### config.mk
export PLATFORM = sky130hd
export DESIGN_NAME = correlator_top
export DESIGN_NICKNAME = d
export VERILOG_FILES = /design/src/corr_pkg.sv /design/src/sample_delay_lines.sv /design/src/correlation_bank.sv /design/src/accum_readout.sv /design/src/correlator_top.sv
export SDC_FILE = /design/constraint.sdc
export NUM_CORES = 1
export LEC_CHECK = 0
export ABC_CLOCK_PERIOD_IN_PS = 4290
export BUFFER_PORTS_ARGS = -buffer_cell sky130_fd_sc_hd__buf_2
export CAP_MARGIN = 40
export CORE_UTILIZATION = 32
export DETAILED_ROUTE_END_ITERATION = 7
export PLACE_DENSITY = 0.55
export SLEW_MARGIN = 10
export SYNTH_ARGS = -nofsm -noshare
export SYNTH_HDL_FRONTEND = slang
export SYNTH_SLANG_ARGS = --single-unit
### constraint.sdc
create_clock -name pllclk -period 4.29 [get_ports pllclk]
set_input_delay 0.6435 -clock pllclk [delete_from_list [all_inputs] [get_ports pllclk]]
set_output_delay 0.6435 -clock pllclk [all_outputs]
set_load 0.01 [all_outputs]
### src/corr_pkg.sv
/* lag correlator shared definitions.
   sizes of the delay lines and counter bank, the counter word and the readout states. */

package corr_pkg;

	// ------------------------------------------------------------------
	// array sizes
	// ------------------------------------------------------------------

	// number of 1-bit sampled inputs.
	localparam int NUM_INPUTS = 4;

	// one more than the largest lag magnitude, so lags run -1 .. +1.
	localparam int LAG_CROSS = 2;

	// taps kept per input, depth 0 holds the newest sample.
	localparam int LAG_SPAN = 2 * LAG_CROSS - 1;

	// lags per baseline.
	localparam int NUM_LAGS = 2 * LAG_CROSS - 1;

	// pairs a<b.
	localparam int NUM_BASELINES = NUM_INPUTS * (NUM_INPUTS - 1) / 2;

	// counters in all, baseline number times NUM_LAGS plus lag position.
	localparam int NUM_ACC = NUM_BASELINES * NUM_LAGS;

	// ------------------------------------------------------------------
	// counter word
	// ------------------------------------------------------------------

	localparam int RESOLUTION = 10;
	localparam int ACC_IDX_W = 5;

	typedef logic [RESOLUTION-1:0] acc_t;

	// counters stop here and hold.
	localparam acc_t ACC_MAX = {RESOLUTION{1'b1}};

	// ------------------------------------------------------------------
	// readout sequencing
	// ------------------------------------------------------------------

	typedef enum logic {
		READOUT_IDLE,
		READOUT_SCAN
	} readout_state_e;

endpackage

### src/sample_delay_lines.sv
/* sample delay lines.
   shifts each input's 1-bit samples into a short tap register on the sample strobe. */

`timescale 1ns/1ps

module sample_delay_lines (
	input  logic                                             pllclk,
	input  logic                                             reset,
	input  logic                                             smp_en,
	input  logic [corr_pkg::NUM_INPUTS-1:0]                  adc_data,
	output logic [corr_pkg::NUM_INPUTS*corr_pkg::LAG_SPAN-1:0] taps,
	output logic                                             tap_valid
);

	import corr_pkg::*;

	// taps for input i sit at bits i*LAG_SPAN .. i*LAG_SPAN+LAG_SPAN-1.
	// bit k of that slice is the sample k strobes old.

	genvar i;

	generate
		for (i = 0; i < NUM_INPUTS; i++) begin : g_line
			logic [LAG_SPAN-1:0] line_q;

			always_ff @(posedge pllclk) begin
				if (!reset) begin
					line_q <= '0;
				end else if (smp_en) begin
					line_q <= {line_q[LAG_SPAN-2:0], adc_data[i]};
				end
			end

			assign taps[i*LAG_SPAN +: LAG_SPAN] = line_q;
		end
	endgenerate

	// the qualifier follows the strobe by one edge, in step with the taps.
	always_ff @(posedge pllclk) begin
		if (!reset) begin
			tap_valid <= 1'b0;
		end else begin
			tap_valid <= smp_en;
		end
	end

endmodule

### src/correlation_bank.sv
/* coincidence counter bank.
   one saturating counter per baseline and lag, restarted by the snapshot pulse. */

`timescale 1ns/1ps

module correlation_bank (
	input  logic                                             pllclk,
	input  logic                                             reset,
	input  logic [corr_pkg::NUM_INPUTS*corr_pkg::LAG_SPAN-1:0] taps,
	input  logic                                             tap_valid,
	input  logic [corr_pkg::NUM_INPUTS-1:0]                  mask,
	input  logic                                             snap,
	output corr_pkg::acc_t                                   acc_values [corr_pkg::NUM_ACC]
);

	import corr_pkg::*;

	// ------------------------------------------------------------------
	// baseline and lag decode
	// ------------------------------------------------------------------

	// input a is always taken at the middle depth, input b at depth 1+d.
	// with lag position p = d+1 that makes b's depth simply p.
	localparam int REF_DEPTH = LAG_CROSS - 1;

	genvar a, b, p;

	generate
		for (a = 0; a < NUM_INPUTS; a++) begin : g_a
			for (b = a + 1; b < NUM_INPUTS; b++) begin : g_b
				// baselines are numbered (0,1), (0,2), .. (2,3).
				localparam int BASELINE = a * NUM_INPUTS - a * (a + 1) / 2 + (b - a - 1);

				logic pair_on;

				// a masked input takes no part in any of its baselines.
				assign pair_on = tap_valid & ~mask[a] & ~mask[b];

				for (p = 0; p < NUM_LAGS; p++) begin : g_lag
					localparam int IDX = BASELINE * NUM_LAGS + p;

					logic hit;
					acc_t count_q;

					assign hit = pair_on & taps[a*LAG_SPAN + REF_DEPTH] & taps[b*LAG_SPAN + p];

					// ------------------------------------------------------
					// saturating counter
					// ------------------------------------------------------

					always_ff @(posedge pllclk) begin
						if (!reset) begin
							count_q <= '0;
						end else if (snap) begin
							// this cycle's coincidence opens the new integration.
							count_q <= acc_t'(hit);
						end else if (hit && (count_q != ACC_MAX)) begin
							count_q <= count_q + 1'b1;
						end
					end

					assign acc_values[IDX] = count_q;
				end
			end
		end
	endgenerate

endmodule

### src/accum_readout.sv
/* counter readout.
   takes a snapshot of the bank on an accepted dump and scans it out one word per cycle. */

`timescale 1ns/1ps

module accum_readout (
	input  logic                          pllclk,
	input  logic                          reset,
	input  logic                          dump,
	input  corr_pkg::acc_t                acc_values [corr_pkg::NUM_ACC],
	output logic                          snap,
	output logic                          out_valid,
	output logic [corr_pkg::ACC_IDX_W-1:0] out_index,
	output corr_pkg::acc_t                out_value,
	output logic                          busy
);

	import corr_pkg::*;

	readout_state_e state_q;
	logic [ACC_IDX_W-1:0] idx_q;
	acc_t snapshot_q [NUM_ACC];

	// a dump is only taken while idle, anything during a frame is dropped.
	assign snap = dump && (state_q == READOUT_IDLE);

	// ------------------------------------------------------------------
	// sequencing
	// ------------------------------------------------------------------

	always_ff @(posedge pllclk) begin
		if (!reset) begin
			state_q <= READOUT_IDLE;
			idx_q <= '0;
		end else begin
			case (state_q)
				READOUT_IDLE: begin
					if (dump) begin
						state_q <= READOUT_SCAN;
						idx_q <= '0;
					end
				end
				READOUT_SCAN: begin
					if (idx_q == ACC_IDX_W'(NUM_ACC - 1)) begin
						state_q <= READOUT_IDLE;
						idx_q <= '0;
					end else begin
						idx_q <= idx_q + 1'b1;
					end
				end
				default: begin
					state_q <= READOUT_IDLE;
					idx_q <= '0;
				end
			endcase
		end
	end

	// the bank still shows the closing totals during the snap cycle.
	always_ff @(posedge pllclk) begin
		if (snap) begin
			snapshot_q <= acc_values;
		end
	end

	// ------------------------------------------------------------------
	// output words
	// ------------------------------------------------------------------

	assign out_valid = (state_q == READOUT_SCAN);
	assign busy = (state_q == READOUT_SCAN);
	assign out_index = idx_q;
	assign out_value = snapshot_q[idx_q];

endmodule

### src/correlator_top.sv
/* lag correlator top level.
   four 1-bit inputs, 18 coincidence counters and a word-serial readout. */

`timescale 1ns/1ps

module correlator_top (
	input  logic                           pllclk,
	input  logic                           reset,
	input  logic                           smp_en,
	input  logic [corr_pkg::NUM_INPUTS-1:0] adc_data,
	input  logic [corr_pkg::NUM_INPUTS-1:0] mask,
	input  logic                           dump,
	output logic                           out_valid,
	output logic [corr_pkg::ACC_IDX_W-1:0]  out_index,
	output corr_pkg::acc_t                 out_value,
	output logic                           busy
);

	import corr_pkg::*;

	logic [NUM_INPUTS*LAG_SPAN-1:0] taps;
	logic tap_valid;
	logic snap;
	acc_t acc_values [NUM_ACC];

	sample_delay_lines u_delay (
		.pllclk    (pllclk),
		.reset     (reset),
		.smp_en    (smp_en),
		.adc_data  (adc_data),
		.taps      (taps),
		.tap_valid (tap_valid)
	);

	correlation_bank u_bank (
		.pllclk     (pllclk),
		.reset      (reset),
		.taps       (taps),
		.tap_valid  (tap_valid),
		.mask       (mask),
		.snap       (snap),
		.acc_values (acc_values)
	);

	accum_readout u_readout (
		.pllclk     (pllclk),
		.reset      (reset),
		.dump       (dump),
		.acc_values (acc_values),
		.snap       (snap),
		.out_valid  (out_valid),
		.out_index  (out_index),
		.out_value  (out_value),
		.busy       (busy)
	);

endmodule

## Word-level counts from Yosys, hierarchy flattened

Index checks and enable logic that the tools add are counted.

| word-level totals | value |
|---|---|
| bits in read-only memories | 0 |
| bits in latches | 0 |
| bits in registers | 378 |
| output and inout port bits | 17 |
| word-level logic and storage cells | 224 |
| bits in writable memories | 0 |
| memories kept | 0 |
| input bits | 12 |

| operators by class | value |
|---|---|
| divide/modulo/power cells | 0 |
| reduce and logical (&&, ||, !) cells | 38 |
| bitwise logic cells | 40 |
| eq/ne operators | 20 |
| shift operators | 0 |
| add/sub/neg operators | 19 |
| multiply operators | 0 |
| multiplexer cells | 45 |
| magnitude comparators | 1 |

Operator list:

| operator | number |
|---|---|
| adder 10 x 1 -> 10 bit, second input constant | 18 |
| != test 10 bit, second input constant | 18 |
| binary-select mux 10 bit (select 5 bit) | 1 |
| 2-to-1 mux 1 bit | 38 |
| nonzero test 2 bit | 18 |
| bitwise AND 1 bit | 33 |
| 2-to-1 mux 10 bit | 2 |
| logical AND 1 bit | 19 |
| 2-to-1 mux 5 bit | 2 |
| one-hot mux 5 bit (2 select lines) | 1 |
| >= comparator 6 bit, second input constant | 1 |
| NOT 1 bit | 6 |
| NOT 5 -> 6 bit | 1 |
| adder 5 x 1 -> 5 bit, second input constant | 1 |
| equality test 5 bit, second input constant | 1 |
| != test 2 bit, second input constant | 1 |
| one-hot mux 1 bit (2 select lines) | 1 |
| OR reduction 2 bit | 1 |

## Depth between registers and ports, before layout

| depth | value |
|---|---|
| depth after elaboration | 8 |
| depth in mapped cells | 7 |
| depth with buffers taken out | 6 |

## Cells and area by module

A second synthesis with hierarchy kept.

| second synthesis, totals | value |
|---|---|
| cell total of the unflattened synthesis | 1480 |
| area, all modules | 16987.5 µm² |

By module, submodules not included:

| module | sequential area each (µm²) | area each (µm²) | cells each | times used |
|---|---|---|---|---|
| correlation_bank | 3603.5 | 9287.7 | 1115 | 1 |
| accum_readout | 5525.3 | 7201.9 | 324 | 1 |
| sample_delay_lines | 260.2 | 498.0 | 41 | 1 |

## Worst setup path before layout

OpenSTA, ideal clock, no wires.

| path | value |
|---|---|
| kind | input port to flip-flop |
| start point | input port dump |
| end point | register u_bank.g_a[2].g_b[3].g_lag[2].count_q[0] |
| buffers on the path | 1 |
| setup slack | 0.754 ns |
| stages on the path | 6 |
| library setup time | 0.076 ns |
| arrival time | 3.460 ns |
| required time | 4.214 ns |
| path through | nand2b_1 > buf_2 > inv_2 > nor2_1 > a221o_1 > a21boi_0 |

| between the ends | value |
|---|---|
| word-level cells in the longest chain between the ends | 2 |
| elaborated cells between the ends (all ways) | 3 |
| those cells by class | mux: 1; reduce/logical: 2 |

RTL lines:

| element | line | RTL |
|---|---|---|
| from (decl) | correlator_top.sv:12 | `input logic dump,` |
| logical AND 1 bit (*) | accum_readout.sv:25 | `assign snap = dump && (state_q == READOUT_IDLE);` |
| named net snap | correlator_top.sv:23 | `logic snap;` |
| 2-to-1 mux 1 bit or nonzero test 2 bit (tied branches) | n/a |  |
| to (signal assigned) | correlation_bank.sv:56 | `count_q <= acc_t'(hit);` |
| to (signal assigned) | correlation_bank.sv:58 | `count_q <= count_q + 1'b1;` |
| to (decl) | correlation_bank.sv:43 | `acc_t count_q;` |

The timed path passes the listed nets; every way through them passes the cells marked *.
A chain may end at the register's enable or synchronous reset.

## Worst setup path after layout

| path | value |
|---|---|
| start point | register u_readout.idx_q[0] (netlist: u_readout.out_index[0]) |
| end point | output port out_value[7] |

| between the ends | value |
|---|---|
| word-level cells in the longest chain between the ends | 4 |

RTL lines:

| element | line | RTL |
|---|---|---|
| from (decl) | accum_readout.sv:21 | `logic [ACC_IDX_W-1:0] idx_q;` |
| from (signal assigned) | accum_readout.sv:48 | `idx_q <= idx_q + 1'b1;` |
| NOT 5 -> 6 bit (not written as such) | accum_readout.sv:73 | `assign out_value = snapshot_q[idx_q];` |
| binary-select mux 10 bit (select 5 bit) | accum_readout.sv:73 |  |
| 2-to-1 mux 10 bit (not written as such) (2 in a row) | accum_readout.sv:73 |  |
| to (decl) | correlator_top.sv:15 | `output corr_pkg::acc_t out_value,` |

Every way passes these cells. The select of a mux whose other input is x is not followed.

==> qor.yml <==
status:
  status: "completed"
timing:
  hold_ws_ns: 0.3493
  timing.slew.headroom_pct: 49.09
  rsz0062_at_grt: "no"
  period_minus_slack_ns: 3.539
  fmax_ghz: 0.2825
  hold_violations: 0
  min_period_over_period_pct: 82.50
  setup_viol: 0
  skew_ns: 0.02069
  drv_slew: 0
  setup_tns_ns: 0
  worstMarginPinSlew_ns: 0.7566
place:
  dp.cells: 2171
  port-buffer-count: 28
  place_area_sq_mm: 0.01780
  hpwl_um: 31490
  gp_congestion: 0.8893
synthesis:
  synthArstFlopShare_pct: 0
  synth_seq_cells: 378
  synth_edf_count: 180
  syn_area_sq_mm: 0.01690
  syn_inst: 1515
  yosysWarnings: 0
  synthFlopType: "dfxtp_1"
  seq_area_frac_synth_pct: 55.45
  syn_avg_cell_area_sq_um: 11.15
  syn-num-nets: 1547
  ys_types: 70
setup_path:
  timing_worst_setup_path_type: "flop to output port"
  startpoint_type: "flop"
  required_ns: 3.65
  crit_fanout: 42
  end_kind: "output port"
  cp_data_arrival_time_ns: 2.90
clocking:
  clockBufferDepth: 3
  hold_buffers: 0
  cts.sinks: 378
  cts_setup_buffers: 0
  cts_root_buf: "clkbuf_16"
  cts_buffers: 41
  h-tree-depth: 2
  cts_tree: "yes"
  cts.clk_slew.worst_paths_ns: 0.06
  ctsResizeCount: 0
  clk_latency_ns: 0.56
layout:
  antenna_cells: 0
  nNetsFinal: 1566
  n_fill_cell: 5085
  layout-drive-gt1-share_pct: 10.34
  stdcell_count: 2247
  area_growth_pct: 13.71
  post-route-util_pct: 37.15
  final_area_sq_mm: 0.01921
global_routing:
  grt_pass1_wl_um: 70700
  antenna_found_initial: 0
  overflow: 0
  grt_max_degree: 57
  grt_pass1_vias: 11703
  track_usage_pct: 17.00
route:
  firstDrtPassIters: 5
  via_per_inst: 5.732
  final_antenna_net_count: 0
  drt-initial-drc-count: 954
  drc: 0
  routed_wirelength_um: 45850
  vias: 12879
  wl_per_cell_um: 20.40
floorplan:
  top_level_ports: 29
  die_height_um: 231.8
  core-area_sq_mm: 0.05172
  die_w_um: 231.8
  rows: 83
  start_util_pct: 32.67
  dieArea_sq_mm: 0.05372
pwr:
  peakVddDrop_mv: 0.2990
  power.density_mw_per_mm2: 414.0
  p_leak_uw: 0.006021
job:
  max_cap_violations: 0
hold_path:
  hp-class: "primary input to flop"
-- synth_stat cells (15+ instances only) --
library cell,number,area [sq um]
nor2b_1,19,118.9
nand3_1,106,530.5
o41ai_1,15,131.4
clkbuf_1,43,161.4
and3_1,37,231.5
o21ai_0,84,420.4
o31ai_1,41,307.8
edfxtp_1,180,5405
a21oi_1,106,530.5
buf_2,15,75.07
nand4_1,42,262.8
dfxtp_1,198,3964
nand2_1,92,345.3
nor3_1,28,140.1
ha_1,20,250.2
a22oi_1,18,135.1
mux2i_1,89,890.9
inv_1,26,97.59
mux4_2,21,473.0
or4_1,50,375.4
or3_1,52,325.3
nor2_1,38,142.6
-- power breakdown --
| group | internal [uW] | total (uW) | switching (uW) |
|---|---|---|---|
| sequential | 3850 | 3930 | 74.4 |
| combinational | 112 | 315 | 204 |
| clock | 2200 | 3710 | 1510 |
-- cell families after synthesis --
| group | share of synthesized area [%] |
|---|---|
| xor+xnor | 0.1037 |
| fa+ha+maj | 1.481 |
| mux | 8.138 |
| compound gates | 14.17 |
| buf+inv | 2.510 |
| simple gates | 18.14 |
| flops | 55.45 |
-- per-layer routing --
layer | global-route usage, % | routed length, um | vias up
met2 | 26.86 | 20780 | 383
met3 | 3.107 | 2732 | 71
li1 | - | - | 6035
met1 | 23.71 | 21270 | 6390
met4 | 4.667 | 1076 | 0
met5 | 0 | 0 | -
-- worst max-delay path, cell delays in order, from the launching register on --
cell	delay, ns
dfxtp_4	0.82
buf_4	0.44
mux2i_1	0.35
a22oi_1	0.11
nand3_1	0.17
o221ai_1	0.21
buf_2	0.20
-- flip-flops by register name, indices dropped and copies added (netlist names) --
signal	count
u_readout.snapshot_q	180
u_bank.g_a.g_b.g_lag.count_q	180
u_delay.g_line.line_q	11
u_readout.out_index	5
u_delay.tap_valid	1
u_readout.busy	1
-- worst paths after layout --
kind	endpoint	depth (start not counted)	slack, ns	start
worst max-delay path	out_value[7]	6	0.75	u_readout.out_index[0]
worst min-delay path	u_delay.g_line[1].line_q[0]	3	0.35	adc_data[1]
worst max register to register	u_bank.g_a[1].g_b[3].g_lag[0].count_q[8]	4	1.76	u_delay.g_line[1].line_q[1]
worst min register to register	u_readout.snapshot_q[105]	0	0.48	u_bank.g_a[0].g_b[3].g_lag[1].count_q[5]
-- metrics by stage --
stage / power [uW] / setup slack [ns]
final: 7953 / 0.7507
after global placement: 4317 / 1.315
after global routing: 8185 / 0.6017
after floorplan: 4167 / 0.7542
after CTS: 8033 / 0.7745
after detailed placement: 4317 / 1.413
-- cells in the final DEF, fill, tap and decap left out, types with 29 or more instances in the layout --
cell type  count
and3_1        37
nand3_1      106
buf_2         29
edfxtp_1     180
clkbuf_16     42
o21ai_0       84
nand2_1       91
nand4_1       42
or4_1         50
mux2i_1       89
a21oi_1      106
dfxtp_1      197
or3_1         52
o31ai_1       41
nor2_1        38
-- cell type report --
cell class,count,area [sq um],share of cell area (%)
well taps,680,850.8,4.429
clock buffers,53,1102,5.738
multi-input cells,1036,7114,37.03
clock inverters,23,309.0,1.609
inverters,28,110.1,0.5731
repair buffers,49,352.8,1.837
flip-flops and latches,378,9373,48.79
Note: power is estimated with default switching activity, not from simulation.
